### config.mk
export PLATFORM = sky130hd
export DESIGN_NAME = bbox_unit
export DESIGN_NICKNAME = d
export VERILOG_FILES = /design/src/common/raster_pkg.sv /design/src/common/bbox_pkg.sv /design/src/bbox/bbox_extent.sv /design/src/bbox/bbox_snap_clip.sv /design/src/bbox/bbox_unit.sv /design/src/rtl/stage_reg.sv
export SDC_FILE = /design/constraint.sdc
export NUM_CORES = 2
export LEC_CHECK = 0
export CAP_MARGIN = 0
export CORE_ASPECT_RATIO = 0.6
export CORE_MARGIN = 1.5
export CORE_UTILIZATION = 60
export DETAILED_ROUTE_END_ITERATION = 6
export DONT_BUFFER_PORTS = 1
export PLACE_DENSITY = 0.76
export SLEW_MARGIN = 5
export SYNTH_ARGS = -nofsm -noshare
export SYNTH_HDL_FRONTEND = slang
export SYNTH_SLANG_ARGS = --single-unit
### constraint.sdc
create_clock -name clk -period 4.6 [get_ports clk]
set_input_delay 0.92 -clock clk [delete_from_list [all_inputs] [get_ports clk]]
set_output_delay 0.92 -clock clk [all_outputs]
set_load 0.005 [all_outputs]
### src/common/raster_pkg.sv
// ----------------------------------------------------------------------------
// Fixed-point format and geometry types for the raster front end:
// coordinates, vertices, triangles, colour and the triangle bundle
// ----------------------------------------------------------------------------
`default_nettype none

package raster_pkg;

    // Width of every coordinate and colour value
    localparam int coord_bits = 24;

    // Fraction bits, integer part sits above them
    localparam int frac_bits = 10;

    // Signed position, two's complement fixed point
    typedef logic signed [coord_bits-1:0] coord_t;

    // Colour channel is never negative
    typedef logic [coord_bits-1:0] chan_t;

    // One vertex in screen space
    typedef struct packed {
        coord_t x;
        coord_t y;
        // Depth only rides along here
        coord_t z;
    } vertex_t;

    // Three vertices, a is the first one on tie breaks
    typedef struct packed {
        vertex_t a;
        vertex_t b;
        vertex_t c;
    } triangle_t;

    // Flat colour for the whole triangle
    typedef struct packed {
        chan_t r;
        chan_t g;
        chan_t b;
    } color_t;

    // Everything that goes through the bbox pipe untouched
    typedef struct packed {
        triangle_t geometry;
        color_t    color;
    } tri_bundle_t;

endpackage : raster_pkg

`default_nettype wire

### src/common/bbox_pkg.sv
// ----------------------------------------------------------------------------
// Bounding-box types: box corners, MSAA codes, raster config, stage payloads
// ----------------------------------------------------------------------------
`default_nettype none

package bbox_pkg;

    // Register stages from triangle in to box out
    localparam int bbox_latency = 3;

    // Lower left and upper right corners, same format as vertices
    typedef struct packed {
        raster_pkg::coord_t ll_x;
        raster_pkg::coord_t ll_y;
        raster_pkg::coord_t ur_x;
        raster_pkg::coord_t ur_y;
    } box_t;

    // One-hot sample setting, other codes fall back to 1x
    typedef enum logic [3:0] {
        msaa_1x  = 4'b1000,
        msaa_4x  = 4'b0100,
        msaa_16x = 4'b0010,
        msaa_64x = 4'b0001
    } msaa_t;

    // Held stable while triangles are in flight
    typedef struct packed {
        raster_pkg::coord_t screen_w;
        raster_pkg::coord_t screen_h;
        msaa_t              msaa;
    } raster_cfg_t;

    // After stage 1: raw min/max box
    typedef struct packed {
        raster_pkg::tri_bundle_t bundle;
        box_t                    box;
    } extent_stage_t;

    // Stages 2 and 3: box already floored and clamped
    typedef struct packed {
        raster_pkg::tri_bundle_t bundle;
        box_t                    box;
    } bbox_stage_t;

endpackage : bbox_pkg

`default_nettype wire

### src/bbox/bbox_extent.sv
// ----------------------------------------------------------------------------
// Min/max extent of a triangle in x and y, combinational
// ----------------------------------------------------------------------------
`timescale 1ns/1ps
`default_nettype none

module bbox_extent (
    input  wire logic              clk,
    input  wire logic              rst_n,
    input  raster_pkg::triangle_t  tri_in,
    output bbox_pkg::box_t         box
);

    import raster_pkg::*;

    // Smallest of three, earlier operand wins a tie
    function automatic coord_t min3(coord_t p, coord_t q, coord_t r);
        coord_t m;
        if ((p <= q) && (p <= r)) begin
            m = p;
        end else if (q <= r) begin
            m = q;
        end else begin
            m = r;
        end
        return m;
    endfunction

    // Largest of three, same tie rule
    function automatic coord_t max3(coord_t p, coord_t q, coord_t r);
        coord_t m;
        if ((p >= q) && (p >= r)) begin
            m = p;
        end else if (q >= r) begin
            m = q;
        end else begin
            m = r;
        end
        return m;
    endfunction

    // Signed compares, coord_t carries the sign
    always_comb begin
        box.ll_x = min3(tri_in.a.x, tri_in.b.x, tri_in.c.x);
        box.ll_y = min3(tri_in.a.y, tri_in.b.y, tri_in.c.y);
        box.ur_x = max3(tri_in.a.x, tri_in.b.x, tri_in.c.x);
        box.ur_y = max3(tri_in.a.y, tri_in.b.y, tri_in.c.y);
    end

    // Box must never be inverted on either axis
    a_box_ordered: assert property (
        @(posedge clk) disable iff (!rst_n)
        (box.ll_x <= box.ur_x) && (box.ll_y <= box.ur_y)
    ) else $error("bbox_extent: inverted box");

endmodule : bbox_extent

`default_nettype wire

### src/bbox/bbox_snap_clip.sv
// ----------------------------------------------------------------------------
// Floors a raw box to the MSAA sample grid, clamps it to the screen and
// rejects triangles whose box lies wholly off screen
// ----------------------------------------------------------------------------
`timescale 1ns/1ps
`default_nettype none

module bbox_snap_clip (
    input  wire logic               clk,
    input  wire logic               rst_n,
    input  bbox_pkg::box_t          raw,
    input  wire logic               valid,
    input  bbox_pkg::raster_cfg_t   cfg,
    output bbox_pkg::box_t          clipped,
    output logic                    kept
);

    import raster_pkg::*;
    import bbox_pkg::*;

    // Fraction bits kept below the binary point, 0 to 3
    logic [1:0] keep_bits;

    // Mask on the fraction field only
    logic [frac_bits-1:0] frac_mask;

    // Whole-word mask, integer bits always pass
    coord_t floor_mask;

    // One sample edge in LSB units
    coord_t step;

    box_t floored;
    logic off_screen;

    // MSAA code to number of fraction bits that survive
    always_comb begin
        case (cfg.msaa)
            msaa_4x:  keep_bits = 2'd1;
            msaa_16x: keep_bits = 2'd2;
            msaa_64x: keep_bits = 2'd3;
            // 1x and every illegal code
            default:  keep_bits = 2'd0;
        endcase
    end

    assign frac_mask  = ~({frac_bits{1'b1}} >> keep_bits);
    assign floor_mask = {{(coord_bits - frac_bits){1'b1}}, frac_mask};
    assign step       = coord_t'(1) << (frac_bits - keep_bits);

    // Clearing low bits floors toward minus infinity, negatives too
    always_comb begin
        floored.ll_x = raw.ll_x & floor_mask;
        floored.ll_y = raw.ll_y & floor_mask;
        floored.ur_x = raw.ur_x & floor_mask;
        floored.ur_y = raw.ur_y & floor_mask;
    end

    // Clamp LL at the origin and UR at the screen edge
    always_comb begin
        clipped = floored;
        if (floored.ll_x < 0) begin
            clipped.ll_x = '0;
        end
        if (floored.ll_y < 0) begin
            clipped.ll_y = '0;
        end
        if (floored.ur_x >= cfg.screen_w) begin
            clipped.ur_x = cfg.screen_w;
        end
        if (floored.ur_y >= cfg.screen_h) begin
            clipped.ur_y = cfg.screen_h;
        end
    end

    // Reject test uses the floored box, before clamping
    assign off_screen = (floored.ur_x < 0) || (floored.ur_y < 0) ||
                        (floored.ll_x >= cfg.screen_w) ||
                        (floored.ll_y >= cfg.screen_h);

    assign kept = valid && !off_screen;

    // Floor moves a corner down by less than one sample
    property p_floor_err(r, f);
        @(posedge clk) disable iff (!rst_n)
        (f <= r) && ((r - f) < step);
    endproperty

    a_floor_ll_x: assert property (p_floor_err(raw.ll_x, floored.ll_x));
    a_floor_ll_y: assert property (p_floor_err(raw.ll_y, floored.ll_y));
    a_floor_ur_x: assert property (p_floor_err(raw.ur_x, floored.ur_x));
    a_floor_ur_y: assert property (p_floor_err(raw.ur_y, floored.ur_y));

    // A kept box is ordered and inside the screen
    a_kept_on_screen: assert property (
        @(posedge clk) disable iff (!rst_n)
        kept |-> (clipped.ll_x <= clipped.ur_x) && (clipped.ll_y <= clipped.ur_y) &&
                 (clipped.ur_x <= cfg.screen_w) && (clipped.ur_y <= cfg.screen_h)
    ) else $error("bbox_snap_clip: kept box outside screen");

endmodule : bbox_snap_clip

`default_nettype wire

### src/bbox/bbox_unit.sv
// ----------------------------------------------------------------------------
// Bounding-box stage top: extent, snap/clip and three pipeline registers
// ----------------------------------------------------------------------------
`timescale 1ns/1ps
`default_nettype none

module bbox_unit (
    input  wire logic                clk,
    input  wire logic                rst_n,
    input  raster_pkg::tri_bundle_t  tri_in,
    input  wire logic                in_valid,
    // Shared stall, whole pipe holds while high
    input  wire logic                halt,
    input  bbox_pkg::raster_cfg_t    cfg,
    output raster_pkg::tri_bundle_t  tri_out,
    output bbox_pkg::box_t           box_out,
    output logic                     out_valid
);

    import bbox_pkg::*;

    // Stage 1 input, box straight from the vertices
    box_t          raw_box;
    extent_stage_t s1_d;

    // Stage 1 output
    extent_stage_t s1_q;
    logic          s1_valid;

    // Snapped box and on-screen flag
    box_t          clip_box;
    logic          clip_kept;
    bbox_stage_t   s2_d;

    // Stages 2 and 3
    bbox_stage_t   s2_q;
    logic          s2_valid;
    bbox_stage_t   s3_q;
    logic          s3_valid;

    bbox_extent u_extent (
        .clk    (clk),
        .rst_n  (rst_n),
        .tri_in (tri_in.geometry),
        .box    (raw_box)
    );

    assign s1_d = '{bundle: tri_in, box: raw_box};

    stage_reg #(.payload_t(extent_stage_t)) u_stage1 (
        .clk     (clk),
        .rst_n   (rst_n),
        .halt    (halt),
        .d       (s1_d),
        .d_valid (in_valid),
        .q       (s1_q),
        .q_valid (s1_valid)
    );

    bbox_snap_clip u_snap_clip (
        .clk     (clk),
        .rst_n   (rst_n),
        .raw     (s1_q.box),
        .valid   (s1_valid),
        .cfg     (cfg),
        .clipped (clip_box),
        .kept    (clip_kept)
    );

    // Triangle and colour ride next to the clipped box
    assign s2_d = '{bundle: s1_q.bundle, box: clip_box};

    stage_reg #(.payload_t(bbox_stage_t)) u_stage2 (
        .clk     (clk),
        .rst_n   (rst_n),
        .halt    (halt),
        .d       (s2_d),
        .d_valid (clip_kept),
        .q       (s2_q),
        .q_valid (s2_valid)
    );

    stage_reg #(.payload_t(bbox_stage_t)) u_stage3 (
        .clk     (clk),
        .rst_n   (rst_n),
        .halt    (halt),
        .d       (s2_q),
        .d_valid (s2_valid),
        .q       (s3_q),
        .q_valid (s3_valid)
    );

    assign tri_out   = s3_q.bundle;
    assign box_out   = s3_q.box;
    assign out_valid = s3_valid;

endmodule : bbox_unit

`default_nettype wire

### src/rtl/stage_reg.sv
// ----------------------------------------------------------------------------
// Pipeline register for any payload type, with valid bit and halt hold
// ----------------------------------------------------------------------------
`timescale 1ns/1ps
`default_nettype none

module stage_reg #(
    parameter type payload_t = logic
) (
    input  wire logic  clk,
    input  wire logic  rst_n,
    // High freezes the stage
    input  wire logic  halt,
    input  payload_t   d,
    input  wire logic  d_valid,
    output payload_t   q,
    output logic       q_valid
);

    // Bubbles load like data, halt holds both
    always_ff @(posedge clk) begin
        if (!rst_n) begin
            q       <= '0;
            q_valid <= 1'b0;
        end else if (!halt) begin
            q       <= d;
            q_valid <= d_valid;
        end
    end

    // Valid must stay known through any halt pattern
    a_valid_known: assert property (
        @(posedge clk) disable iff (!rst_n)
        !$isunknown(q_valid)
    ) else $error("stage_reg: q_valid unknown");

endmodule : stage_reg

`default_nettype wire
==> flow_summary.yaml <==
worst_hold_path:
  hold_path_class: "in -> reg"
  min_path_cells: 2
detailed_routing:
  dr.first_iter.drc_count: 2520
  drt-vias-per-instance: 5.65
  dr.pass1.iters: 6
  wl_per_cell_um: 21.4
  vias: 31035
  routed_wl_um: 118000
  ant_nets: 0
  post-route-drc-count: 0
global_route:
  antenna_found_initial: 4
  gr-total-overflow: 0
  track_usage_pct: 27.7
  grt_max_degree: 1098
  grt_pass1_vias: 29334
  grt_pass1_wl_um: 177000
run_status:
  status: "complete, but fails checks"
  violations: "slew limit"
synth:
  synth_edf_count: 0
  ys_seq_area_share_pct: 46.0
  synth-seq-cells: 1095
  synth_warnings: 0
  synth.distinct_cells: 66
  ys.flop_type: "dfxtp_1"
  syn-cell-area_mm2: 0.0476
  synth_common_cells: "dfxtp_1 (1095), mux2i_1 (1017), nor2b_1 (987), ha_1 (212), clkbuf_1 (191)"
  async_flop_share_pct: 0
  postSynthAreaPerCell_um2: 10.5
  synth.most_common_cell: "dfxtp_1"
  synth_top_area_share_pct: 46.0
  yosys-top-cells-area: "dfxtp_1 (46%), mux2i_1 (21%), nor2b_1 (13%)"
  syn-instance-count: 4519
  synth.largest_area_cell: "dfxtp_1"
sta:
  fin_worst_skew_ns: 0.0195
  tightest_slew_ns: 3.24
  slew_headroom_pct: -116
  rsz0062_at_grt: "false"
  setup_viol: 0
  hold_violations: 0
  max_freq_mhz: 257
  drv_slew: 703
  fin_crit_ns: 3.89
  period_share_pct: 84.5
  finalSetupTns_ns: 0
layout:
  drive_gt1_share_pct: 4.71
  areaGrowthSynthToFinish_pct: 8.22
  postLayoutCellArea_mm2: 0.0515
  fin_nets: 4914
worst_setup_path:
  critPathMaxFanout: 13
  cp-end-kind: "flop"
  setup.worst_path.class: "in -> reg"
  start_kind: "input pin"
  rr_worst_depth: 11
  worstPathArrival_ns: 4.44
  required_ns: 5.15
die:
  die_h_um: 221
  start_util_pct: 61.0
  ioPinCount: 729
  die_w_um: 367
  die_area_mm2: 0.0811
  core_area_mm2: 0.0780
  rows: 79
placed_design:
  dpl-instance-area_mm2: 0.0479
  io_buffers: 0
  finalWeightedCongestion: 0.949
  dp_hpwl_um: 82200
power:
  leakage_nw: 22.1
  power_mw: 21.1
  power_density_mw_per_mm2: 409
  vdd_ir_drop_max_uv: 371
clocking:
  cts_resized: 0
  path_clk_slew_ns: 0.07
  cts_root_buffer: "clkbuf_16"
  clock_path_buffers: 3
  hold_buffers: 0
  clock_latency_ns: 0.70
  cts_made_buffers: 98
  htree_num_levels: 3
  clkSinkCount: 1095
  post_cts_buffers: 0
  cts_tree: "done"
job:
  cap_violations: 0
logic make-up (layout without fill, tap and decap cells):
kind of cell             after synthesis  after routing  synth area share, %
AO/OA/AOI/OAI                        414            414                 6.28
adder cells (fa/ha/maj)              212            212                 5.57
buffers and inverters                439            344                 3.72
other                                  1             18              0.00788
XOR/XNOR                               2              2               0.0368
multiplexers                        1017           1017                 21.4
AND/OR/NAND/NOR                     1339           1339                 17.0
flip-flops                          1095           1095                 46.0
critical path, cell delays in order:
cell and delay, ns:
o21ai_0 0.13, o21ai_0 0.10, nor2_1 0.62, and2_1 0.25
ha_1 0.24, a21o_1 0.18, a21o_1 0.17, a221o_1 0.37
a2bb2oi_1 0.28, nand4_1 0.18, nand2_1 0.30, buf_4 0.34
mux2i_1 0.25, a21oi_1 0.08
flip-flops by register name, summed over array words and instances (netlist names):
name and cells:
u_stage3.q_valid 1, u_stage1.q 356, u_stage1.q_valid 1, u_stage3.q 368, u_stage2.q 368, u_stage2.q_valid 1
cell usage in the layout (no fill, tap or decap), types with 16 or more instances in the layout:
cell	Yosys	routed
mux2i_1	1017	1017
buf_4	18	21
a21oi_1	103	103
a221oi_1	21	21
a221o_1	19	19
nand4_1	92	92
o21ai_0	69	69
o21a_1	34	34
and2_1	50	50
a22oi_1	32	32
conb_1	1	16
nor2b_1	987	987
clkbuf_8	0	23
nand3_1	39	39
ha_1	212	212
a21boi_0	19	19
a21o_1	44	44
clkbuf_16	0	98
dfxtp_1	1095	1095
inv_1	135	135
o211ai_1	26	26
nor2_1	60	60
nand2_1	59	59
clkbuf_1	191	23
where the power goes:
group	leakage (nW)	switching (mW)	internal (mW)
clock network	1.69	3.70	5.07
registers	8.94	0.326	9.91
logic	11.5	1.02	1.04
final cells by class:
type | instances | area (um2)
Sequential cell | 1095 | 21900
Tap cell | 1053 | 1320
Inverter | 136 | 510
Timing Repair Buffer | 27 | 315
Multi-Input combinational cell | 3000 | 24000
Clock buffer | 144 | 2860
Clock inverter | 37 | 616
Fill cell | 6106 | 26500
Antenna cell | 2 | 5.00
path summary, 6_finish.rpt:
path | startpoint | endpoint | slack (ns)
min | halt | u_stage2.q[26] | 0.37
max | cfg[1] | u_stage2.q[34] | 0.71
max reg2reg | u_stage1.q[9] | u_stage2.q[14] | 1.46
min reg2reg | u_stage2.q_valid | u_stage2.q_valid | 0.47
metal layers:
metal | routed length [um] | vias to the layer above | global-route usage, %
met5 | 0 | - | 0
met1 | 49900 | 14618 | 34.9
met4 | 3870 | 0 | 9.72
li1 | - | 15259 | -
met3 | 10700 | 215 | 9.93
met2 | 53100 | 943 | 43.9
through the flow:
| stage | hold slack (ns) | setup WS [ns] | cells | utilization [%] |
|---|---|---|---|---|
| after floorplan | 0.434 | 0.842 | 4534 | - |
| after detailed placement | 0.458 | 0.175 | 5306 | 61.4 |
| final | 0.373 | 0.713 | 5494 | 66.1 |
| after global placement | 0.456 | 0.260 | 5306 | 61.4 |
| after global routing | 0.345 | 0.418 | 5494 | 66.1 |
| after CTS | 0.345 | 0.909 | 5487 | 65.9 |
Power figures use the tool's default switching activity.
